==> src/include/dbus_config.svh <==
// ~~~~~~~~~~~~~~~~~~~~~~~~~~~~~~
// shared data bus configuration
// core count, memory size, address
// regions and counter offsets
// ~~~~~~~~~~~~~~~~~~~~~~~~~~~~~~
`ifndef DBUS_CONFIG_SVH
`define DBUS_CONFIG_SVH

`define DBUS_NCORES 4
`define DMEM_ADDRW 12           // 4096 words

// address bits 30..28
`define DBUS_REGION_DMEM 3'd1   // 0x1xxxxxxx
`define DBUS_REGION_IO 3'd4     // 0x4xxxxxxx

// offsets inside the counter block, bit 2 picks the half
`define PERF_CTRL_OFS 4'h0
`define PERF_LO_OFS 4'h4
`define PERF_HI_OFS 4'h0

`endif

==> src/rtl/dbus_pkg.sv <==
// ~~~~~~~~~~~~~~~~~~~~~~~~~~~~~~
// data bus package
// region and counter command enums,
// index and width types
// ~~~~~~~~~~~~~~~~~~~~~~~~~~~~~~
package dbus_pkg;

`include "dbus_config.svh"

    typedef enum logic [1:0] {
        REGION_DMEM,
        REGION_PERF,
        REGION_HART,
        REGION_NONE    // unmapped, reads zero
    } region_t;

    typedef enum logic [1:0] {
        PERF_CLEAR = 2'd0,
        PERF_RUN   = 2'd1,
        PERF_HOLD  = 2'd2
    } perf_cmd_t;

    typedef logic [$clog2(`DBUS_NCORES)-1:0] core_idx_t;
    typedef logic [31:0]                     word_t;
    typedef logic [3:0]                      strb_t;
    typedef logic [`DMEM_ADDRW-1:0]          dmem_idx_t;   // word address

endpackage

==> src/rtl/lrsc_tracker.sv <==
// ~~~~~~~~~~~~~~~~~~~~~~~~~~~~~~
// load-reserved / store-conditional
// one reservation per core, broken by
// another core's write to the same word
// ~~~~~~~~~~~~~~~~~~~~~~~~~~~~~~
`timescale 1ns/1ps

module lrsc_tracker #(
    parameter int NCORES = `DBUS_NCORES
) (
    input  logic                            clk_i,
    input  logic                            rst,
    input  logic [NCORES-1:0]               req_i,
    input  logic [NCORES-1:0]               we_i,
    input  dbus_pkg::word_t [NCORES-1:0]    addr_i,
    input  logic [NCORES-1:0]               lr_i,
    input  logic [NCORES-1:0]               sc_i,
    output logic [NCORES-1:0]               sc_ok_o
);
    import dbus_pkg::*;

    logic [NCORES-1:0] res_vld;
    word_t             res_addr [NCORES];
    logic [NCORES-1:0] snooped;      // foreign write hits the reservation

    always_comb begin
        for (int c = 0; c < NCORES; c++) begin
            snooped[c] = 1'b0;
            for (int o = 0; o < NCORES; o++) begin
                if (o != c && req_i[o] && we_i[o]
                    && addr_i[o][31:2] == res_addr[c][31:2]) begin
                    snooped[c] = 1'b1;
                end
            end
            sc_ok_o[c] = sc_i[c] && res_vld[c] && addr_i[c][31:2] == res_addr[c][31:2];
        end
    end

    always_ff @(posedge clk_i) begin
        for (int c = 0; c < NCORES; c++) begin
            if (rst) begin
                res_vld[c] <= 1'b0;
            end else if (lr_i[c]) begin
                res_vld[c] <= 1'b1;
            end else if (sc_i[c] || snooped[c]) begin
                res_vld[c] <= 1'b0;   // SC consumes it either way
            end
        end
    end

    always_ff @(posedge clk_i) begin
        for (int c = 0; c < NCORES; c++) begin
            if (lr_i[c]) res_addr[c] <= addr_i[c];
        end
    end

    // a consumed or broken reservation cannot pass the next SC
    for (genvar c = 0; c < NCORES; c++) begin : g_chk
        a_sc_needs_res: assert property (@(posedge clk_i) disable iff (rst)
            ((sc_i[c] || snooped[c]) && !lr_i[c]) |=> !sc_ok_o[c]);
    end

endmodule

==> config.mk <==
export PLATFORM = sky130hd
export DESIGN_NAME = lrsc_tracker
export DESIGN_NICKNAME = d
export VERILOG_FILES = /design/src/rtl/dbus_pkg.sv /design/src/rtl/lrsc_tracker.sv
export VERILOG_INCLUDE_DIRS = /design/src /design/src/include
export SDC_FILE = /design/constraint.sdc
export NUM_CORES = 1
export LEC_CHECK = 0
export BUFFER_PORTS_ARGS = -buffer_cell sky130_fd_sc_hd__clkbuf_2
export CAP_MARGIN = 20
export CELL_PAD_IN_SITES_DETAIL_PLACEMENT = 1
export CELL_PAD_IN_SITES_GLOBAL_PLACEMENT = 2
export CORE_MARGIN = 8
export CORE_UTILIZATION = 38
export DETAILED_ROUTE_END_ITERATION = 8
export PLACE_DENSITY_LB_ADDON = 0.1
export SLEW_MARGIN = 20
export SYNTH_ARGS = -nofsm -noshare
export SYNTH_HDL_FRONTEND = slang
export SYNTH_SLANG_ARGS = --single-unit
export TNS_END_PERCENT = 30
==> constraint.sdc <==
create_clock -name clk_i -period 1.7 [get_ports clk_i]
set_clock_uncertainty 0.05 [all_clocks]
set_input_delay 0.085 -clock clk_i [delete_from_list [all_inputs] [get_ports clk_i]]
set_output_delay 0.085 -clock clk_i [all_outputs]
set_load 0.02 [all_outputs]
Word level (Yosys, flattened, before mapping):

Memory sizes are Yosys's and may differ from the RTL's.
Cells that the tools add are included.
Widths: inputs -> output; s select.

* add/subtract/negate cells: 0
* multipliers: 0
* divide/modulo/power cells: 0
* magnitude comparators: 0
* equality and inequality tests: 16
* shift-type cells: 0
* multiplexer cells: 28
* bitwise operators: 0
* reduce and logical (&&, ||, !) cells: 32

Operators by type and width (count)
* $eq 30x30->1: 16
* $mux 1: 28
* $logic_and 1x1->1: 24
* $reduce_bool 2->1: 4
* $logic_or 1x1->1: 4

* flip-flop bits (word level): 4
* bits in latches: 0
* bits in writable memories: 128
* ROM bits: 0
* bits of input ports: 146
* output and inout port bits: 4
* word-level logic and storage cells: 81
* memories kept: 1

Memories
* res_addr: words 4, width 32, read ports 4, clocked after memory_dff 0, wr ports 4, line lrsc_tracker.sv:23 `word_t res_addr [NCORES];`

Longest topological paths before layout:

* word-level depth: 8
* gate-level depth with buffers: 5
* depth with buffers taken out: 5

Worst setup path before layout:

Ideal clock, no wire load.

* path type: reg-to-output
* start: memory res_addr[1][9] (netlist name)
* end: output port sc_ok_o[1]
* arrival: 1688 ps
* data required time: 1565 ps
* slack: -123 ps
* stages on the path, launching flop included: 5
* path buffers: 0
* cells stage by stage: edfxtp_1 -> xor2_1 -> nor4_1 -> nand4_1 -> nor4_1

RTL lines
* start, declared: line lrsc_tracker.sv:23
* end, declared: line lrsc_tracker.sv:18 `output logic [NCORES-1:0] sc_ok_o`

==> summary.txt <==
Floorplanning
  • Die Wd: 170 um
  • Die height: 170 um
  • Core area: 0.0234 mm^2
  • FP Rows: 56
  • Top Ports: 150
  • Die ar.: between 0.02 and 0.03 mm^2
  • Initial core utilization: 38.5%

Pwr
  • Static leakage: 5.99 nW
  • Peak VDD IR: approximately 0.52 mV
  • Power per Cell Area: roughly 790 mW/mm^2

Drt
  • Post-Route WL: 55300 um
  • Initial DRT Pass Iterations: 5
  • Vias: 9568
  • Routed WL per cell: ~33 um
  • # DRC: 0
  • Drt via density: between 5 and 6
  • Antenna Violating Nets Remaining: 0
  • DRT iter0 DRCs: 1096

Global route
  • Total track usage: 38.5%
  • Initial antenna violation count: 0
  • First-pass GRT wire length: between 70000 and 80000 um
  • Number of global-route vias before repair: 10300
  • Grt ovf: 0
  • Largest net degree at the start of global routing: 32

Layout
  • Final Core Density: around three fifths
  • Filler cell count: 2603
  • P&R area growth vs syn: 59.1%
  • Layout cell share with drive strength beyond 1: 36.7%
  • Inserted Diodes: 0
  • Final #Nets: 1494

Clock tree
  • CTS Buf Count: 17
  • Max clock buf depth: 2
  • Clock latency on the worst-skew pair: 0.43 ns
  • CTS clk-pin slew, worst paths: 0.06 ns
  • Htree depth: 4
  • TritonCTS clock tree: built
  • Root buffer cell: clkbuf_16
  • Clock sinks: 124

Synth
  • Syn avg cell area: 11.4 um^2
  • Mapped Cells: 792
  • #FFs+latches synth: 124
  • Area of the mapped netlist: 0.00902 mm^2
  • Net Count, Synth: 938
  • Sequential-to-total area share from yosys stat: 40.8%
  • Synth warn: 0
  • Synth cell types: 17

Setup path
  • Crit-path max FO: 2
  • Kind of critical path: flip-flop to output port
  • Critical path data required time: 1.56 ns
  • Critical path's most frequent cell: buf_4
  • Setup crit start: res_addr[0][15]
  • CP peak stage delay: 0.44 ns
  • Worst Setup Start Kind: flip-flop
  • R2R Path Start: res_addr[1][2]
  • Worst Path Arrival: 2.42 ns
  • Crit end category: output port
  • Slowest stage cell, crit path: edfxtp_1
  • Crit path cell chain: xor2_1 -> nor4_2 -> buf_4 -> nand4_1 -> nor4_2 -> buf_4 -> buf_4

Min path
  • Hold wc startpoint: addr_i[12]
  • Worst Hold Class: input port to flip-flop

Timing
  • WHS: -0.00908 ns
  • Final Max Tran Viols: 0
  • Fin worst setup slack: -0.859 ns
  • Period utilisation layout: 151%
  • Max_slew headroom: 56.4%
  • RSZ-0062 raised after global routing: true
  • Final Hold Fails: 1
  • Final min period: 2.56 ns
  • Achievable Freq: 0.391 GHz
  • Tightest Pin Transition: between 0.6 and 0.7 ns
  • Final setup violation count: 8

Status
  • Failing checks: hold timing, setup timing
  • Outcome: complete, but fails checks

Placed design
  • IO buf count: 141
  • Final HPWL DP: about 43000 um
  • Gpl congestion: 1.06
  • Worst slack, placed: -0.689 ns

Job
  • MaxCap Viol Count: 0
metal layers:
metal	routed length [um]	part of all wire [%]	vias up	GRT usage, %
met1	22100	40	4797	48.5
met5	0	0	-	0
met4	4180	7.6	0	24.8
met2	24100	44	630	59.1
met3	4920	8.9	172	8.06
li1	-	-	3969	-
worst max-delay path, delay by kind of cell (launching register included):
kind	cells	cell delay (ns)
xor+xnor	1	0.22
flops	1	0.44
simple gates	3	0.84
buf+inv	3	0.49
worst paths after layout:
path | endpoint | slack (ns) | cells past startpoint
max | sc_ok_o[0] | -0.86 | 7
min | res_addr[0][12] | -0.009 | 2
max reg2reg | res_vld[1] | -0.45 | 6
min reg2reg | res_vld[1] | 0.47 | 2
cell usage after synthesis:
library cell | n | area [um^2]
inv_1 | 3 | 11.3
edfxtp_1 | 120 | 3600
buf_1 | 1 | 3.75
o211ai_1 | 3 | 22.5
xor2_1 | 383 | 3350
o22ai_1 | 5 | 31.3
nor4_1 | 101 | 632
dfxtp_1 | 4 | 80.1
o31ai_1 | 1 | 7.51
nor2_1 | 4 | 15.0
nand3_1 | 8 | 40.0
o32ai_1 | 1 | 8.76
xnor2_1 | 97 | 850
nor3_1 | 9 | 45.0
nand2b_1 | 1 | 6.26
nand4_1 | 46 | 288
nand2_1 | 5 | 18.8
flip-flops by register name (all words and copies together), names as in the netlist:
name and cells:
res_vld 4, res_addr 120
area by class of cell:
cell class              count  area (um^2)  share of cell area, %
well taps                 319          399                   2.78
inverters                   3         11.3                 0.0785
clock buffers              20          437                   3.04
flip-flops and latches    124         3680                   25.7
clock inverters            12          100                  0.698
multi-input cells         664         5680                   39.6
repair buffers            538         4040                   28.1
report_power, final:
group | internal [mW] | switching [mW] | total (mW)
clock | 2.00 | 1.57 | 3.57
combinational | 1.60 | 2.26 | 3.87
sequential | 3.64 | 0.318 | 3.95
total | 7.24 | 4.16 | 11.4
layout by cell type (no fill, tap or decap), types with 4 or more instances in the layout:
master	n
clkbuf_16	17
nor4_1	71
xor2_1	381
buf_12	4
nor4_2	24
nand2_1	5
nand4_1	46
edfxtp_1	120
clkbuf_2	137
dlygate4sd3_1	112
nor4_4	6
xnor2_2	9
clkinv_2	6
nor3_1	9
dfxtp_1	4
nor2_1	4
nand3_1	5
buf_4	283
xnor2_1	88
o22ai_1	4
metrics by stage:
stage,instances,power (mW),TNS (ns),area (um^2)
after floorplan,792,5.07,-0.349,9020
after global routing,1680,11.6,-4.63,14300
after detailed placement,1530,7.31,-3.74,12300
after global placement,1530,7.25,-3.56,12300
after CTS,1679,11.1,-3.90,14300
final,1680,11.4,-4.30,14300
kinds of logic (layout without fill, tap and decap cells):
| group | count (synthesis) | in the layout | synth area share, % |
|---|---|---|---|
| AND/OR/NAND/NOR | 174 | 174 | 11.6 |
| flip-flops | 124 | 124 | 40.8 |
| buffers and inverters | 4 | 573 | 0.166 |
| AO/OA/AOI/OAI | 10 | 10 | 0.777 |
| XOR/XNOR | 480 | 480 | 46.6 |
what timing repair did:
action	4_1_cts	5_1_grt
gates resized for setup	47	13
pin swaps	8	1
endpoints found under the setup margin	8	8
endpoints found under the hold margin	112	0
setup buffers	6	1
hold buffers	112	0
No activity file was read; power rests on OpenSTA's default activity.
