## src/include/dbus_config.svh

```systemverilog
// ~~~~~~~~~~~~~~~~~~~~~~~~~~~~~~
// shared data bus configuration
// core count, memory size, address
// regions and counter offsets
// ~~~~~~~~~~~~~~~~~~~~~~~~~~~~~~
`ifndef DBUS_CONFIG_SVH
`define DBUS_CONFIG_SVH

`define DBUS_NCORES 4
`define DMEM_ADDRW 12           // 4096 words

// address bits 30..28
`define DBUS_REGION_DMEM 3'd1   // 0x1xxxxxxx
`define DBUS_REGION_IO 3'd4     // 0x4xxxxxxx

// offsets inside the counter block, bit 2 picks the half
`define PERF_CTRL_OFS 4'h0
`define PERF_LO_OFS 4'h4
`define PERF_HI_OFS 4'h0

`endif

```

## src/rtl/dbus_pkg.sv

```systemverilog
// ~~~~~~~~~~~~~~~~~~~~~~~~~~~~~~
// data bus package
// region and counter command enums,
// index and width types
// ~~~~~~~~~~~~~~~~~~~~~~~~~~~~~~
package dbus_pkg;

`include "dbus_config.svh"

    typedef enum logic [1:0] {
        REGION_DMEM,
        REGION_PERF,
        REGION_HART,
        REGION_NONE    // unmapped, reads zero
    } region_t;

    typedef enum logic [1:0] {
        PERF_CLEAR = 2'd0,
        PERF_RUN   = 2'd1,
        PERF_HOLD  = 2'd2
    } perf_cmd_t;

    typedef logic [$clog2(`DBUS_NCORES)-1:0] core_idx_t;
    typedef logic [31:0]                     word_t;
    typedef logic [3:0]                      strb_t;
    typedef logic [`DMEM_ADDRW-1:0]          dmem_idx_t;   // word address

endpackage

```

## src/rtl/cycle_counter.sv

```systemverilog
// ~~~~~~~~~~~~~~~~~~~~~~~~~~~~~~
// 64-bit cycle counter
// clear, run and hold control,
// read back in two 32-bit halves
// ~~~~~~~~~~~~~~~~~~~~~~~~~~~~~~
`timescale 1ns/1ps

module cycle_counter (
    input  logic            clk_i,
    input  logic            rst,
    input  logic            we_i,      // control register write
    input  logic [3:0]      ofs_i,
    input  logic [1:0]      wdata_i,
    output dbus_pkg::word_t rdata_o
);
    import dbus_pkg::*;

    perf_cmd_t   cmd_q;
    logic [63:0] count_q;
    word_t       rdata_q;

    always_ff @(posedge clk_i) begin
        if (rst) begin
            cmd_q <= PERF_CLEAR;
        end else if (we_i) begin
            cmd_q <= perf_cmd_t'(wdata_i);
        end
    end

    always_ff @(posedge clk_i) begin
        if (rst) begin
            count_q <= '0;
        end else begin
            case (cmd_q)
                PERF_CLEAR: count_q <= '0;
                PERF_RUN:   count_q <= count_q + 64'd1;
                default:    count_q <= count_q;    // hold, code 3 too
            endcase
        end
    end

    always_ff @(posedge clk_i) begin
        rdata_q <= ofs_i[2] ? count_q[31:0] : count_q[63:32];   // low half at +4
    end

    assign rdata_o = rdata_q;

endmodule

```

## src/rtl/dbus_decode.sv

```systemverilog
// ~~~~~~~~~~~~~~~~~~~~~~~~~~~~~~
// per-core address decoder
// routes data memory requests to the arbiter,
// owns the core's cycle counter and muxes
// the read return by the registered region
// ~~~~~~~~~~~~~~~~~~~~~~~~~~~~~~
`timescale 1ns/1ps

`include "dbus_config.svh"

module dbus_decode (
    input  logic                clk_i,
    input  logic                rst,
    input  dbus_pkg::core_idx_t core_id_i,
    input  logic                req_i,
    input  logic                we_i,
    input  dbus_pkg::word_t     addr_i,
    input  dbus_pkg::word_t     wdata_i,
    input  dbus_pkg::strb_t     wstrb_i,
    input  dbus_pkg::word_t     dm_rdata_i,
    input  logic                dm_busy_i,
    output logic                dm_req_o,
    output logic                dm_we_o,
    output dbus_pkg::dmem_idx_t dm_addr_o,
    output dbus_pkg::word_t     dm_wdata_o,
    output dbus_pkg::strb_t     dm_wstrb_o,
    output dbus_pkg::word_t     rdata_o,
    output logic                stall_o
);
    import dbus_pkg::*;

    region_t region;
    region_t region_q;     // region of the last request
    logic    perf_we;
    word_t   perf_rdata;

    always_comb begin
        if (addr_i[30:28] == `DBUS_REGION_DMEM) begin
            region = REGION_DMEM;
        end else if (addr_i[30:28] == `DBUS_REGION_IO) begin
            region = addr_i[12] ? REGION_HART : REGION_PERF;   // 0x40001xxx is hart
        end else begin
            region = REGION_NONE;   // video space lands here too
        end
    end

    assign dm_req_o   = req_i && (region == REGION_DMEM);
    assign dm_we_o    = we_i;
    assign dm_addr_o  = addr_i[`DMEM_ADDRW+1:2];
    assign dm_wdata_o = wdata_i;
    assign dm_wstrb_o = wstrb_i;

    assign perf_we = req_i && we_i && (region == REGION_PERF)
                     && (addr_i[3:0] == `PERF_CTRL_OFS);

    cycle_counter u_counter (
        .clk_i  (clk_i),
        .rst    (rst),
        .we_i   (perf_we),
        .ofs_i  (addr_i[3:0]),
        .wdata_i(wdata_i[1:0]),
        .rdata_o(perf_rdata)
    );

    // held until the next request so data memory words stay visible
    always_ff @(posedge clk_i) begin
        if (rst) begin
            region_q <= REGION_NONE;
        end else if (req_i) begin
            region_q <= region;
        end
    end

    always_comb begin
        case (region_q)
            REGION_DMEM: rdata_o = dm_rdata_i;
            REGION_PERF: rdata_o = perf_rdata;
            REGION_HART: rdata_o = word_t'(core_id_i);
            default:     rdata_o = '0;
        endcase
    end

    assign stall_o = dm_busy_i;   // only data memory ever stalls

endmodule

```

## config.mk

```make
export PLATFORM = sky130hd
export DESIGN_NAME = dbus_decode
export DESIGN_NICKNAME = d
export VERILOG_FILES = /design/src/rtl/dbus_pkg.sv /design/src/rtl/cycle_counter.sv /design/src/rtl/dbus_decode.sv
export VERILOG_INCLUDE_DIRS = /design/src /design/src/include
export SDC_FILE = /design/constraint.sdc
export NUM_CORES = 1
export LEC_CHECK = 0
export BUFFER_PORTS_ARGS = -buffer_cell sky130_fd_sc_hd__buf_4
export CAP_MARGIN = 20
export CORE_MARGIN = 2
export CORE_UTILIZATION = 35
export CTS_CLUSTER_SIZE = 16
export DETAILED_ROUTE_END_ITERATION = 16
export GPL_ROUTABILITY_DRIVEN = 0
export HOLD_SLACK_MARGIN = 0.06
export PLACE_DENSITY = 0.62
export SETUP_SLACK_MARGIN = 0.02
export SLEW_MARGIN = 30
export SYNTH_ARGS = -nofsm -noshare
export SYNTH_HDL_FRONTEND = slang
export SYNTH_SLANG_ARGS = --single-unit
```

## constraint.sdc

```tcl
create_clock -name clk_i -period 2.61 [get_ports clk_i]
set_input_delay 0.261 -clock clk_i [delete_from_list [all_inputs] [get_ports clk_i]]
set_output_delay 0.261 -clock clk_i [all_outputs]
set_load 0.03 [all_outputs]
```

==> Word level (Yosys, flattened, before mapping) <==
Cells that the tools add are included.
{ "totals": {"reg_bits": 100, "output_inout_bits": 83, "word_cells": 26} }
{ "classes": {"mux": 6, "n_eq_ne": 6, "n_reduce_logical": 9, "n_addsub": 1} }
{ "ops": {"columns": ["operator", "count"], "rows": [
  ["$pmux W64 S2", 1],
  ["$pmux W32 S3", 1],
  ["$add A64 B1 Y64 const B", 1],
  ["$mux W32", 1],
  ["$eq A2 B1 Y1 const B", 3],
  ["$logic_not A2 Y1", 3],
  ["$mux W2", 3],
  ["$logic_and A1 B1 Y1", 4],
  ["$logic_not A4 Y1", 1],
  ["$eq A3 B1 Y1 const B", 1],
  ["$eq A3 B3 Y1 const B", 1],
  ["$eq A2 B2 Y1 const B", 1],
  ["$reduce_bool A2 Y1", 1]
]} }

==> Depth between registers and ports, before layout <==
{ "logic_depth": {"word_depth": 6, "mapped_depth": 7} }

==> Cells and area by module <==
From an unflattened synthesis, not the netlist that was laid out.
{ "hier_totals": {"cells_unflattened": 608, "area_unflattened_um2": 5291.3} }
{ "by_module_without_submodules": {"columns": ["module", "area_each_um2", "instances", "cells_each", "seq_area_each_um2"], "rows": [
  ["cycle_counter", 4230.3, 1, 470, 1961.9],
  ["dbus_decode", 1061.0, 1, 138, 40.0]
]} }

==> Least setup slack after synthesis <==
No wires, ideal clock.
{ "synth_timing": {"path_type": "register to register", "from": "register u_counter.count_q[20]", "to": "register u_counter.count_q[43]", "arrival_ns": 1.848, "path_stages_with_launch": 7, "path_slack_ns": 0.702, "setup_ns": 0.059, "cell_sequence": "dfxtp_1 buf_2 nand4_4 nor4_4 nand4_2 or4_1 nand2_1"} }
{ "synth_between": {"elab_chain_cells": 2} }
{ "synth_lines": {"columns": ["element", "line", "rtl"], "rows": [
  ["start: declaration", "cycle_counter.sv:19", "logic [63:0] count_q;"],
  ["start signal: assignment", "cycle_counter.sv:36", "PERF_RUN: count_q <= count_q + 64'd1;"],
  ["start signal: assignment", "cycle_counter.sv:37", "default: count_q <= count_q;"],
  ["$add A64 B1 Y64", "cycle_counter.sv:36", null],
  ["$pmux W64 S2", "cycle_counter.sv:34", "case (cmd_q)"]
]} }
Every way passes these cells.
A chain may end at the register's enable or synchronous reset.

==> Worst setup path after layout <==
{ "layout_timing": {"from": "register u_counter.count_q[8]", "to": "register u_counter.count_q[57]"} }
Same word-level chain as after synthesis.

==> reports/metrics.cfg <==
[run_status]
status=finished, final reports clean

[cts]
ctsLongestPathBuffers=2
cts_tree=built
ctsHoldBuffers=0
path_clk_slew_ns=0.07
clk_latency_ns=0.35
clock-sinks=100
cts_setup_buffers=0
post_cts_resized=0
cts_buffers=9
htreeDepth=3
cts-root-buf=clkbuf_16

[synthesis]
ys_warn_count=0
avgSynthCellArea_um2=8.408
synth_area_leaders=dfxtp_1 36%, buf_4 6.8%, mux2i_1 6.4%
yosys.area.top_type_share_pct=35.80
synth_edf_count=0
yosys.area.top_type=dfxtp_1
async_flop_share_pct=0
yosys.cell_types.count=53
synth_area_um2=5592
yosysSeqAreaShare_pct=35.80
synth_seq_cells=100
synth_top_flop_cell=dfxtp_1
syn_inst=665
synth_nets=773

[global_route]
grt_max_degree=41
grt_pass1_vias=4828
overflow=0
antenna_found_initial=0
grt_usage_pct=18.43
grt_pass1_wl_um=24430

[layout]
drive_above_1_share_pct=23.22
final_util_pct=40.82
syn_to_final_growth_pct=15.13
n_antenna_cell=0
stdcell_count=918
layout_commonest_cell=buf_4
final_cell_mix=111 x buf_4, 99 x dfxtp_1, 67 x nor2_1, 54 x nand2_1, 36 x mux2i_1
final_nets=805
fin_area_um2=6437
nFillCells=1593

[floorplan]
placementRows=46
initial_core_util_pct=35.46
die_area_um2=17000
core_um2=15770
die_h_um=130.4
ios=190
dieWidth_um=130.4

[timing]
worst_pin_slew_ns=0.7621
drv_slew=0
totalNegativeSetupSlack_ns=0
finalSetupViolations=0
setup_ws_ns=0.2393
period_needed_ns=2.371
hold_viol=0
timing.slew.headroom_pct=48.80
clock_skew_ns=0.005980
finalCritPeriodShare_pct=90.83
grt_setup_unrepaired=no
max_freq_mhz=421.8

[drt]
drc=0
drtAntennaViolNets=0
via_per_inst=5.606
drt_iter0_markers=587
wirelength_met1_um=6739
routed.top_layer=met4
totalWireLength_um=16010
dr_wl_met2_um=7561
wl_per_cell_um=17.44
drt-pass1-iter-count=5
dr_wl_met3_um=1216
vias=5146

[critical_path]
rrSetupSlack_ns=0.24
end_kind=flop
critPathMaxFanout=15
critPathArrivalTime_ns=2.65
worstSetupStartpointType=flop
worstPathRequired_ns=2.88
critPathKind=reg -> reg

[place]
portBuffers=86
place_ws_ns=0.3106
post_dp_cell_area_um2=6161
dp_hpwl_um=11680
dp.cells=902

[power_and_ir_drop]
p_leak_uw=0.002519
p_per_area_nw_per_um2=457.2
ir_worst_vdd_v=0.0002616

[hold_path]
hold_class=in -> reg

[flow_run]
cap_violations=0

==> final cells by class <==
| cell class | count | area, um^2 | area share [%] |
|---|---|---|---|
| multi-input combinational | 465 | 3017 | 46.86 |
| sequential | 100 | 2003 | 31.12 |
| timing repair buffer | 111 | 833.3 | 12.94 |
| tap | 216 | 270.3 | 4.198 |
| clock buffer | 10 | 229.0 | 3.557 |
| clock inverter | 6 | 47.55 | 0.7386 |
| inverter | 10 | 37.54 | 0.5831 |
==> flip-flops by register name, indices dropped and copies added, names as in the netlist <==
name               flops
region_q               2
u_counter.cmd_q        2
u_counter.count_q     64
u_counter.rdata_o     32
==> cells by family after synthesis <==
family                     synth area share (%)
muxes                                     11.88
AOI/OAI and AO/OA                         12.67
and+or+nand+nor                           27.14
buffers and inverters                     10.25
DFF                                       35.80
adders and majority gates                0.2237
xor gates and xnor gates                  2.036
==> critical path: stages, from the launching register on <==
cell	delay, ns
dfxtp_1	0.46
and4_1	0.31
and4_1	0.51
nand4_1	0.15
buf_4	0.23
or4_1	0.47
a21oi_1	0.17
==> cells in the mapped netlist (10+ instances only) <==
master / n
and4_1: 11
nand2_1: 54
mux2_2: 26
a21oi_1: 35
mux2i_1: 36
nor3_1: 11
or4_1: 24
o31ai_1: 10
nor2_1: 67
buf_4: 51
a31oi_1: 13
o21ai_0: 26
dfxtp_1: 100
inv_1: 10
nand4_1: 23
nand3_1: 26
or3_1: 10
and3_1: 14
clkbuf_1: 34
==> layer usage <==
metal | track usage [%] | vias up
li1 | - | 2429
met1 | 23.09 | 2446
met2 | 30.92 | 222
met3 | 3.705 | 49
met4 | 8.010 | 0
met5 | 0 | -
==> power by group <==
group / total (uW) / internal, uW / leakage (uW) / switching (uW)
logic: 143 / 75.5 / 0.00159 / 67.1
registers: 1530 / 1530 / 0.000805 / 1.04
clock network: 1270 / 656 / 0.000127 / 618
==> through the flow <==
stage | power, uW | hold slack, ns
floorplan | 1762 | 0.4049
global placement | 1702 | 0.4615
detailed placement | 1705 | 0.4802
CTS | 2959 | 0.1531
global route | 3025 | 0.1705
finish | 2943 | 0.1532
==> worst paths after layout <==
path	depth (start not counted)	from	endpoint
worst max-delay path	6	u_counter.count_q[8]	u_counter.count_q[57]
worst min-delay path	3	wdata_i[0]	u_counter.cmd_q[0]
worst max register to register	6	u_counter.count_q[8]	u_counter.count_q[57]
worst min register to register	2	u_counter.count_q[61]	u_counter.count_q[61]
(Power assumes the default switching activity.)
