**config.mk**
```make
export PLATFORM = sky130hd
export DESIGN_NAME = dmem_arbiter
export DESIGN_NICKNAME = d
export VERILOG_FILES = /design/src/rtl/dbus_pkg.sv /design/src/rtl/dmem_arbiter.sv
export VERILOG_INCLUDE_DIRS = /design/src /design/src/include
export SDC_FILE = /design/constraint.sdc
export NUM_CORES = 1
export LEC_CHECK = 0
export BUFFER_PORTS_ARGS = -buffer_cell sky130_fd_sc_hd__buf_2
export CORE_AREA = 4 4 189 191
export CTS_CLUSTER_SIZE = 25
export DETAILED_ROUTE_END_ITERATION = 12
export DIE_AREA = 0 0 193 195
export HOLD_SLACK_MARGIN = 0.06
export PLACE_DENSITY = 0.73
export SKIP_LAST_GASP = 1
export SYNTH_ARGS = -nofsm -noshare
export SYNTH_HDL_FRONTEND = slang
export SYNTH_SLANG_ARGS = --single-unit
```
**constraint.sdc**
```tcl
create_clock -name clk_i -period 5.4 [get_ports clk_i]
set_input_delay 0.27 -clock clk_i [delete_from_list [all_inputs] [get_ports clk_i]]
set_output_delay 0.27 -clock clk_i [all_outputs]
set_load 0.01 [all_outputs]
```
**src/include/dbus_config.svh**
```systemverilog
// ~~~~~~~~~~~~~~~~~~~~~~~~~~~~~~
// shared data bus configuration
// core count, memory size, address
// regions and counter offsets
// ~~~~~~~~~~~~~~~~~~~~~~~~~~~~~~
`ifndef DBUS_CONFIG_SVH
`define DBUS_CONFIG_SVH

`define DBUS_NCORES 4
`define DMEM_ADDRW 12           // 4096 words

// address bits 30..28
`define DBUS_REGION_DMEM 3'd1   // 0x1xxxxxxx
`define DBUS_REGION_IO 3'd4     // 0x4xxxxxxx

// offsets inside the counter block, bit 2 picks the half
`define PERF_CTRL_OFS 4'h0
`define PERF_LO_OFS 4'h4
`define PERF_HI_OFS 4'h0

`endif

```
**src/rtl/dbus_pkg.sv**
```systemverilog
// ~~~~~~~~~~~~~~~~~~~~~~~~~~~~~~
// data bus package
// region and counter command enums,
// index and width types
// ~~~~~~~~~~~~~~~~~~~~~~~~~~~~~~
package dbus_pkg;

`include "dbus_config.svh"

    typedef enum logic [1:0] {
        REGION_DMEM,
        REGION_PERF,
        REGION_HART,
        REGION_NONE    // unmapped, reads zero
    } region_t;

    typedef enum logic [1:0] {
        PERF_CLEAR = 2'd0,
        PERF_RUN   = 2'd1,
        PERF_HOLD  = 2'd2
    } perf_cmd_t;

    typedef logic [$clog2(`DBUS_NCORES)-1:0] core_idx_t;
    typedef logic [31:0]                     word_t;
    typedef logic [3:0]                      strb_t;
    typedef logic [`DMEM_ADDRW-1:0]          dmem_idx_t;   // word address

endpackage

```
**src/rtl/dmem_arbiter.sv**
```systemverilog
// ~~~~~~~~~~~~~~~~~~~~~~~~~~~~~~
// data memory arbiter
// one request buffer per core, two grants
// per cycle in round-robin order onto the
// RAM ports, never two on the same word
// ~~~~~~~~~~~~~~~~~~~~~~~~~~~~~~
`timescale 1ns/1ps

module dmem_arbiter #(
    parameter int NCORES = `DBUS_NCORES
) (
    input  logic                                clk_i,
    input  logic                                rst,
    input  logic [NCORES-1:0]                   req_i,
    input  logic [NCORES-1:0]                   we_i,
    input  dbus_pkg::dmem_idx_t [NCORES-1:0]    addr_i,
    input  dbus_pkg::word_t [NCORES-1:0]        wdata_i,
    input  dbus_pkg::strb_t [NCORES-1:0]        wstrb_i,
    output dbus_pkg::word_t [NCORES-1:0]        rdata_o,
    output logic [NCORES-1:0]                   busy_o,
    output logic                                a_en_o,
    output logic                                a_we_o,
    output dbus_pkg::dmem_idx_t                 a_addr_o,
    output dbus_pkg::word_t                     a_wdata_o,
    output dbus_pkg::strb_t                     a_wstrb_o,
    output logic                                b_en_o,
    output logic                                b_we_o,
    output dbus_pkg::dmem_idx_t                 b_addr_o,
    output dbus_pkg::word_t                     b_wdata_o,
    output dbus_pkg::strb_t                     b_wstrb_o,
    input  dbus_pkg::word_t                     a_rdata_i,
    input  dbus_pkg::word_t                     b_rdata_i
);
    import dbus_pkg::*;

    localparam int IW = (NCORES > 1) ? $clog2(NCORES) : 1;

    // request buffers
    logic [NCORES-1:0]      buf_vld;
    logic [NCORES-1:0]      buf_we;
    dmem_idx_t [NCORES-1:0] buf_addr;
    word_t [NCORES-1:0]     buf_wdata;
    strb_t [NCORES-1:0]     buf_wstrb;

    logic [IW-1:0]      rr_ptr;      // first core to look at
    logic               sel_a_vld, sel_b_vld;
    logic [IW-1:0]      sel_a, sel_b;
    logic [NCORES-1:0]  grant;
    logic               resp_a_vld, resp_b_vld;
    logic [IW-1:0]      resp_a, resp_b;
    word_t [NCORES-1:0] rdata_q;

    function automatic logic [IW-1:0] wrap_inc(logic [IW-1:0] idx);
        return (int'(idx) == NCORES - 1) ? '0 : idx + 1'b1;
    endfunction

    always_ff @(posedge clk_i) begin
        for (int c = 0; c < NCORES; c++) begin
            if (rst) begin
                buf_vld[c] <= 1'b0;
            end else if (req_i[c]) begin
                buf_vld[c] <= 1'b1;
            end else if (grant[c]) begin
                buf_vld[c] <= 1'b0;
            end
        end
    end

    always_ff @(posedge clk_i) begin
        for (int c = 0; c < NCORES; c++) begin
            if (req_i[c]) begin
                buf_we[c]    <= we_i[c];
                buf_addr[c]  <= addr_i[c];
                buf_wdata[c] <= wdata_i[c];
                buf_wstrb[c] <= wstrb_i[c];
            end
        end
    end

    always_comb begin
        logic [IW-1:0] idx;
        idx       = '0;
        sel_a_vld = 1'b0;
        sel_b_vld = 1'b0;
        sel_a     = '0;
        sel_b     = '0;
        for (int k = 0; k < NCORES; k++) begin
            idx = IW'((int'(rr_ptr) + k) % NCORES);
            if (!sel_a_vld && buf_vld[idx]) begin
                sel_a_vld = 1'b1;
                sel_a     = idx;
            end
        end
        // port B skips anything on port A's word
        for (int k = 0; k < NCORES; k++) begin
            idx = IW'((int'(rr_ptr) + k) % NCORES);
            if (sel_a_vld && !sel_b_vld && buf_vld[idx] && idx != sel_a
                && buf_addr[idx] != buf_addr[sel_a]) begin
                sel_b_vld = 1'b1;
                sel_b     = idx;
            end
        end
    end

    for (genvar i = 0; i < NCORES; i++) begin : g_grant
        assign grant[i] = (sel_a_vld && sel_a == IW'(i)) || (sel_b_vld && sel_b == IW'(i));
        assign busy_o[i] = buf_vld[i]
                           || (resp_a_vld && resp_a == IW'(i))
                           || (resp_b_vld && resp_b == IW'(i));
    end

    always_ff @(posedge clk_i) begin
        if (rst) begin
            rr_ptr     <= '0;
            resp_a_vld <= 1'b0;
            resp_b_vld <= 1'b0;
        end else begin
            resp_a_vld <= sel_a_vld;
            resp_b_vld <= sel_b_vld;
            if (sel_b_vld) begin
                rr_ptr <= wrap_inc(sel_b);
            end else if (sel_a_vld) begin
                rr_ptr <= wrap_inc(sel_a);
            end
        end
    end

    always_ff @(posedge clk_i) begin
        resp_a <= sel_a;
        resp_b <= sel_b;
    end

    // RAM data lands one cycle after grant, kept until the next response
    always_ff @(posedge clk_i) begin
        for (int c = 0; c < NCORES; c++) begin
            if (resp_a_vld && resp_a == IW'(c)) begin
                rdata_q[c] <= a_rdata_i;
            end else if (resp_b_vld && resp_b == IW'(c)) begin
                rdata_q[c] <= b_rdata_i;
            end
        end
    end

    assign rdata_o = rdata_q;

    assign a_en_o    = sel_a_vld;
    assign a_we_o    = sel_a_vld && buf_we[sel_a];
    assign a_addr_o  = buf_addr[sel_a];
    assign a_wdata_o = buf_wdata[sel_a];
    assign a_wstrb_o = buf_wstrb[sel_a];

    assign b_en_o    = sel_b_vld;
    assign b_we_o    = sel_b_vld && buf_we[sel_b];
    assign b_addr_o  = buf_addr[sel_b];
    assign b_wdata_o = buf_wdata[sel_b];
    assign b_wstrb_o = buf_wstrb[sel_b];

    // two enabled ports consume two different buffers
    a_one_port: assert property (@(posedge clk_i) disable iff (rst)
        (a_en_o && b_en_o) |-> $countones(grant) == 2);

endmodule

```
# ---- Word-level counts from Yosys, hierarchy flattened
# Index checks and enable logic that the tools add are counted.
# W data, S select, Z words.
dict set report totals {
  input_bits 266
  output_inout_bits 232
  register_bits 336
}
dict set report op_classes {
  n_lt_le_gt_ge 6
  mux 68
  n_eq_ne 22
  reduce_logical 67
  addsub 5
}
# op count
set ops {}
lappend ops {{$mux W32} 10}
lappend ops {{$bmux W12 S2} 6}
lappend ops {{$bmux W32 S2} 2}
lappend ops {{$mux W12} 6}
lappend ops {{$ne A12 B12 Y1} 4}
lappend ops {{$logic_and A1 B1 Y1} 36}
lappend ops {{$mux W2} 12}
lappend ops {{$mux W1} 22}
lappend ops {{$lt A2 B3 Y1 const B} 6}
lappend ops {{$reduce_bool A2 Y1} 9}
lappend ops {{$bmux W4 S2} 2}
lappend ops {{$eq A2 B2 Y1 const B} 8}
lappend ops {{$bmux W1 S2} 6}
lappend ops {{$eq A2 B1 Y1 const B} 6}
lappend ops {{$logic_or A1 B1 Y1} 12}
lappend ops {{$logic_not A2 Y1} 4}
lappend ops {{$mux W4} 2}
lappend ops {{$ne A2 B2 Y1} 4}
lappend ops {{$add A2 B1 Y2 const B} 3}
lappend ops {{$logic_not A1 Y1} 6}
lappend ops {{$add A2 B2 Y2 const B} 2}

# ---- Logic depth before layout (Yosys ltp)
dict set report logic_depth {
  depth_word 40
  depth_mapped 19
}

# ---- Least setup slack after synthesis
# OpenSTA, ideal clock, no wires.
dict set report synth_timing {
  kind {flip-flop to flip-flop}
  startpoint {register buf_vld[2]}
  endpoint {register rr_ptr[1]}
  n_path_buf 5
  path_stages_with_launch 19
  setup_slack_ns 1.436
  arrival_ns 3.878
  path_cell_list {dfxtp_1 buf_2 nor2b_1 a221o_1 and2_1 buf_6 buf_6 mux2i_1 mux2i_2 xnor2_1 nand4_1 o31a_1 o311ai_2 or3b_1 buf_6 buf_6 ha_1 mux2i_1 a211oi_1}
}
dict set report synth_via {
  elab_chain_cells 38
  elab_cells_between_ends 67
}
# element line
set synth_rtl {}
lappend synth_rtl {{start: declaration} dmem_arbiter.sv:39} ;# logic [NCORES-1:0] buf_vld;
lappend synth_rtl {{start signal: indexed assignment} dmem_arbiter.sv:60} ;# buf_vld[c] <= 1'b0;
lappend synth_rtl {{start signal: indexed assignment} dmem_arbiter.sv:62} ;# buf_vld[c] <= 1'b1;
lappend synth_rtl {{start signal: indexed assignment} dmem_arbiter.sv:64} ;# buf_vld[c] <= 1'b0;
lappend synth_rtl {{$bmux W1 S2} dmem_arbiter.sv:89} ;# if (!sel_a_vld && buf_vld[idx]) begin
lappend synth_rtl {{$mux W1 (not written as such)} dmem_arbiter.sv:89}
lappend synth_rtl {{$mux W1} dmem_arbiter.sv:89}
lappend synth_rtl {{$logic_not A1 Y1} dmem_arbiter.sv:89}
lappend synth_rtl {{$logic_and A1 B1 Y1} dmem_arbiter.sv:89}
lappend synth_rtl {{$mux W1} dmem_arbiter.sv:89}
lappend synth_rtl {{$logic_not A1 Y1} dmem_arbiter.sv:89}
lappend synth_rtl {{$logic_and A1 B1 Y1} dmem_arbiter.sv:89}
lappend synth_rtl {{[6 not listed]} --}
lappend synth_rtl {{net a_addr_o[5]} dmem_arbiter.sv:23} ;# output dbus_pkg::dmem_idx_t a_addr_o,
lappend synth_rtl {{[14 not listed]} --}
lappend synth_rtl {{$mux W1} dmem_arbiter.sv:97} ;# if (sel_a_vld && !sel_b_vld && buf_vld[idx] && idx != sel_a
lappend synth_rtl {{$logic_not A1 Y1} dmem_arbiter.sv:97}
lappend synth_rtl {{$logic_and A1 B1 Y1 (3 in a row)} dmem_arbiter.sv:97}
lappend synth_rtl {{$logic_and A1 B1 Y1} dmem_arbiter.sv:98} ;# && buf_addr[idx] != buf_addr[sel_a]) begin
lappend synth_rtl {{$mux W2} dmem_arbiter.sv:97}
lappend synth_rtl {{$add A2 B1 Y2 / $eq A2 B1 Y1 (equally long branches)} dmem_arbiter.sv:54} ;# return (int'(idx) == NCORES - 1) ? '0 : idx + 1'b1;
lappend synth_rtl {{$mux W2} dmem_arbiter.sv:54}
lappend synth_rtl {{$mux W2} dmem_arbiter.sv:120} ;# if (sel_b_vld) begin
lappend synth_rtl {{end signal: assignment} dmem_arbiter.sv:121} ;# rr_ptr <= wrap_inc(sel_b);
lappend synth_rtl {{end signal: assignment} dmem_arbiter.sv:123} ;# rr_ptr <= wrap_inc(sel_a);
lappend synth_rtl {{end: declaration} dmem_arbiter.sv:45} ;# logic [IW-1:0] rr_ptr;
# The timed path passes the listed nets; every way through them passes the cells marked *. The select of a mux whose other input is x is not followed.
# A chain may end at the register's enable or synchronous reset.

# ---- Worst setup path after layout
dict set report layout_timing {
  startpoint {register rr_ptr[1]}
  endpoint {output b_wdata_o[22]}
}
dict set report layout_via {
  elab_chain_cells 37
  elab_cells_between_ends 70
}
# element line
set layout_rtl {}
lappend layout_rtl {{parallel branches: the longest is 34 deep, another holds $add A2 B1 Y2} --}
lappend layout_rtl {{$mux W2 *} dmem_arbiter.sv:97}
lappend layout_rtl {{$bmux W32 S2 *} dmem_arbiter.sv:155} ;# assign b_wdata_o = buf_wdata[sel_b];
lappend layout_rtl {{$mux W32 (not written as such) *} dmem_arbiter.sv:155}
lappend layout_rtl {{end: declaration} dmem_arbiter.sv:29} ;# output dbus_pkg::word_t b_wdata_o,
# Mark *: on every way between the ends. The select of a mux whose other input is x is not followed.

==> impl_metrics.env <==
export IMPL_cellPowerDensity_nw_per_um2=515
export IMPL_ys_flop_type="sky130_fd_sc_hd__edfxtp_1"
export IMPL_globalRouteOverflowTotal=0
export IMPL_drt_pre_antenna_iters=5
export IMPL_cts_tree="built"
export IMPL_floorplan_initialDensity=0.485
export IMPL_final_max_slew_viol_count=0
export IMPL_slowest_cell_delay_on_critical_path_ps=540
export IMPL_critPathMostFrequentCell="sky130_fd_sc_hd__mux2i_1"
export IMPL_drt_first_iter_violations=922
export IMPL_power_leakage_nw=9.22
export IMPL_status="completed"
export IMPL_yosysUniqueCellTypes=55
export IMPL_vias=12900
export IMPL_skew_ps=14.5
export IMPL_synthToLayoutAreaGrowth_pct=37.9
export IMPL_cp_end_kind="output port"
export IMPL_synthesized_netlist_net_count=1393
export IMPL_ios=498
export IMPL_number_of_enable_flip_flop_cells_after_synthesis=324
export IMPL_holdCritPathClass="in2reg"
export IMPL_cp_arrival_ps=4860
export IMPL_grt_first_pass_wirelength_um=80800
export IMPL_cts_root_buffer_cell="sky130_fd_sc_hd__clkbuf_16"
export IMPL_r2r_slack_ps=780
export IMPL_via_per_inst=5.59
export IMPL_num_nets_final=2093
export IMPL_finalWeightedCongestion=0.857
export IMPL_fin_worst_hold_slack_ps=103
export IMPL_dieHeight_um=195
export IMPL_crit_type="reg2out"
export IMPL_initial_antenna_violation_count=10
export IMPL_worst_ir_drop_vdd_uv=362
export IMPL_layout_common_cells="sky130_fd_sc_hd__buf_2 (497), sky130_fd_sc_hd__edfxtp_1 (324), sky130_fd_sc_hd__dlygate4sd3_1 (197)"
export IMPL_hold_vio_cnt_final=0
export IMPL_yosysWarnings=0
export IMPL_max_slew_margin=0.356
export IMPL_ys_ff_latch=336
export IMPL_clock_tree_buffer_depth=3
export IMPL_cts_clk_slew_worst_paths_ps=60
export IMPL_global_route_usage_sum=0.278
export IMPL_cp_cell_sequence="inv_1, o21ai_1, and2_4, mux2i_1, mux2i_2, xnor2_1, nand4_1, o31a_1, o311ai_2, or3b_4, buf_12, mux2i_1, buf_2"
export IMPL_synth_area_per_cell_um2=14.8
export IMPL_ys_async_sr_fraction=0
export IMPL_worstMarginPinSlew_ps=966
export IMPL_cts_htree_levels=2
export IMPL_number_of_input_and_output_port_buffers_inserted=497
export IMPL_layout_drive_gt1_share=0.426
export IMPL_critical_path_peak_fanout=20
export IMPL_grt_setup_unrepaired="no"
export IMPL_mapped_area_um2=16600
export IMPL_grt_start_max_net_pins=65
export IMPL_share_of_the_core_filled_with_cells_in_the_final_layout=0.669
export IMPL_postSynthCellCount=1122
export IMPL_routed_wl_um=54000
export IMPL_die_area_um2=37600
export IMPL_timing_setup_tns_ps=0
export IMPL_drcViolationCount=0
export IMPL_kind_of_launch_point_of_the_worst_setup_path="flip-flop"
export IMPL_first_global_vias=13700
export IMPL_mostFrequentLayoutCell="sky130_fd_sc_hd__buf_2"
export IMPL_part_of_the_cycle_the_worst_path_needs=0.949
export IMPL_numCtsBuffers=37
export IMPL_routed_len_inst_um=23.4
export IMPL_preCtsSetupSlack_ps=363
export IMPL_drv_max_cap_violation_count=0
export IMPL_max_freq_ghz=0.195
export IMPL_setup_viol=0
export IMPL_clock_insertion_delay_at_the_later_pin_of_the_skew_report_ps=520
export IMPL_drtAntennaViolNets=0
export IMPL_post_route_min_period_ps=5130
export IMPL_worst_slack_ps=273
export IMPL_rows=68
export IMPL_timing_critical_path_required_ps=5130
export IMPL_die_width_um=193
export IMPL_clock_sinks=336
export IMPL_post_dp_hpwl_um=34800
export IMPL_coreArea_um2=34100
export IMPL_crit_path_top_delay_cell="sky130_fd_sc_hd__or3b_4"
export IMPL_synth_yosys_seq_area_share=0.602
[cell usage after synthesis (3+ instances only)]
cell type / n / area, um^2
sky130_fd_sc_hd__a21oi_1: 4 / 20.0
sky130_fd_sc_hd__a31oi_1: 40 / 250
sky130_fd_sc_hd__and3_1: 38 / 238
sky130_fd_sc_hd__buf_1: 7 / 26.3
sky130_fd_sc_hd__buf_4: 6 / 45.0
sky130_fd_sc_hd__buf_6: 10 / 113
sky130_fd_sc_hd__clkbuf_1: 40 / 150
sky130_fd_sc_hd__clkbuf_4: 6 / 45.0
sky130_fd_sc_hd__dfxtp_1: 12 / 240
sky130_fd_sc_hd__edfxtp_1: 324 / 9730
sky130_fd_sc_hd__ha_1: 5 / 62.6
sky130_fd_sc_hd__inv_1: 9 / 33.8
sky130_fd_sc_hd__mux2_2: 130 / 1460
sky130_fd_sc_hd__mux2i_1: 173 / 1730
sky130_fd_sc_hd__mux2i_2: 10 / 138
sky130_fd_sc_hd__mux4_2: 37 / 833
sky130_fd_sc_hd__nand2_1: 158 / 593
sky130_fd_sc_hd__nand3_1: 4 / 20.0
sky130_fd_sc_hd__nand3b_1: 3 / 22.5
sky130_fd_sc_hd__nand4_1: 3 / 18.8
sky130_fd_sc_hd__nor2_1: 9 / 33.8
sky130_fd_sc_hd__nor3b_1: 3 / 22.5
sky130_fd_sc_hd__nor4_1: 3 / 18.8
sky130_fd_sc_hd__nor4_2: 3 / 37.5
sky130_fd_sc_hd__o21ai_0: 8 / 40.0
sky130_fd_sc_hd__o21ai_1: 3 / 15.0
sky130_fd_sc_hd__or2_2: 4 / 25.0
sky130_fd_sc_hd__xnor2_1: 12 / 105
sky130_fd_sc_hd__xor2_1: 24 / 210
[repair_timing]
action	in CTS	in global routing
setup endpoints to repair	48	41
hold buffers	197	0
endpoints found under the hold margin	199	0
cloned	3	0
pin swaps	1	0
resized for setup	5	5
buffers inserted	3	4
[final cells by class]
type | instances | area (um^2)
Multi-Input combinational cell | 708 | 6240
Inverter | 10 | 40.0
Antenna cell | 10 | 25.0
Clock inverter | 20 | 254
Sequential cell | 336 | 9980
Fill cell | 2362 | 11300
Clock buffer | 44 | 952
Tap cell | 455 | 569
Timing Repair Buffer | 729 | 4780
[metal layers]
layer / vias up / wire length (um) / GRT usage
met1: 6363 / 19700 / 0.342
met5: - / 7 / 0
met2: 719 / 27700 / 0.486
met4: 2 / 1950 / 0.101
li1: 5717 / - / -
met3: 134 / 4700 / 0.0558
[power by group]
part	total (mW)	internal (mW)	switching [mW]
Clock	2.56	1.54	1.02
Sequential	3.56	3.35	0.208
Combinational	5.64	2.41	3.23
[flip-flops by register name (all words and copies together), names as in the netlist]
name        count
buf_wdata     128
rdata_o       128
buf_addr       48
buf_wstrb      16
buf_vld         4
buf_we          4
resp_a          2
resp_b          2
rr_ptr          2
resp_a_vld      1
resp_b_vld      1
[critical path, delay by kind of cell, from the launching register on]
family | cells | cell delay (ps)
and+or+nand+nor | 3 | 1120
AOI/OAI and AO/OA | 3 | 1070
muxes | 3 | 790
buffers and inverters | 3 | 580
DFF | 1 | 530
xor gates and xnor gates | 1 | 220
[logic make-up (layout without fill, tap and decap cells)]
kind of cell,count (synthesis),after routing,synth area share
compound gates,72,72,0.0295
xor+xnor,36,36,0.0190
fa+ha+maj,6,6,0.00438
buf+inv,81,803,0.0259
flops,336,336,0.602
mux,350,350,0.252
other cells,0,10,0
simple gates,241,244,0.0675
[final timing paths]
check | from | end | cells past startpoint
max | rr_ptr[1] | b_wdata_o[22] | 13
min | b_rdata_i[28] | rdata_o[92] | 2
max reg2reg | rr_ptr[1] | rr_ptr[1] | 13
min reg2reg | buf_vld[1] | buf_vld[1] | 2
[stage by stage]
| step | total power [mW] | cell area (um^2) | std cells |
|---|---|---|---|
| after floorplan | 7.09 | 16600 | 1122 |
| after global placement | 8.87 | 19500 | 2031 |
| after detailed placement | 8.94 | 19500 | 2031 |
| after CTS | 11.7 | 22800 | 2298 |
| after global routing | 12.3 | 22800 | 2311 |
| final | 11.8 | 22800 | 2312 |
Power figures use the tool's default switching activity.
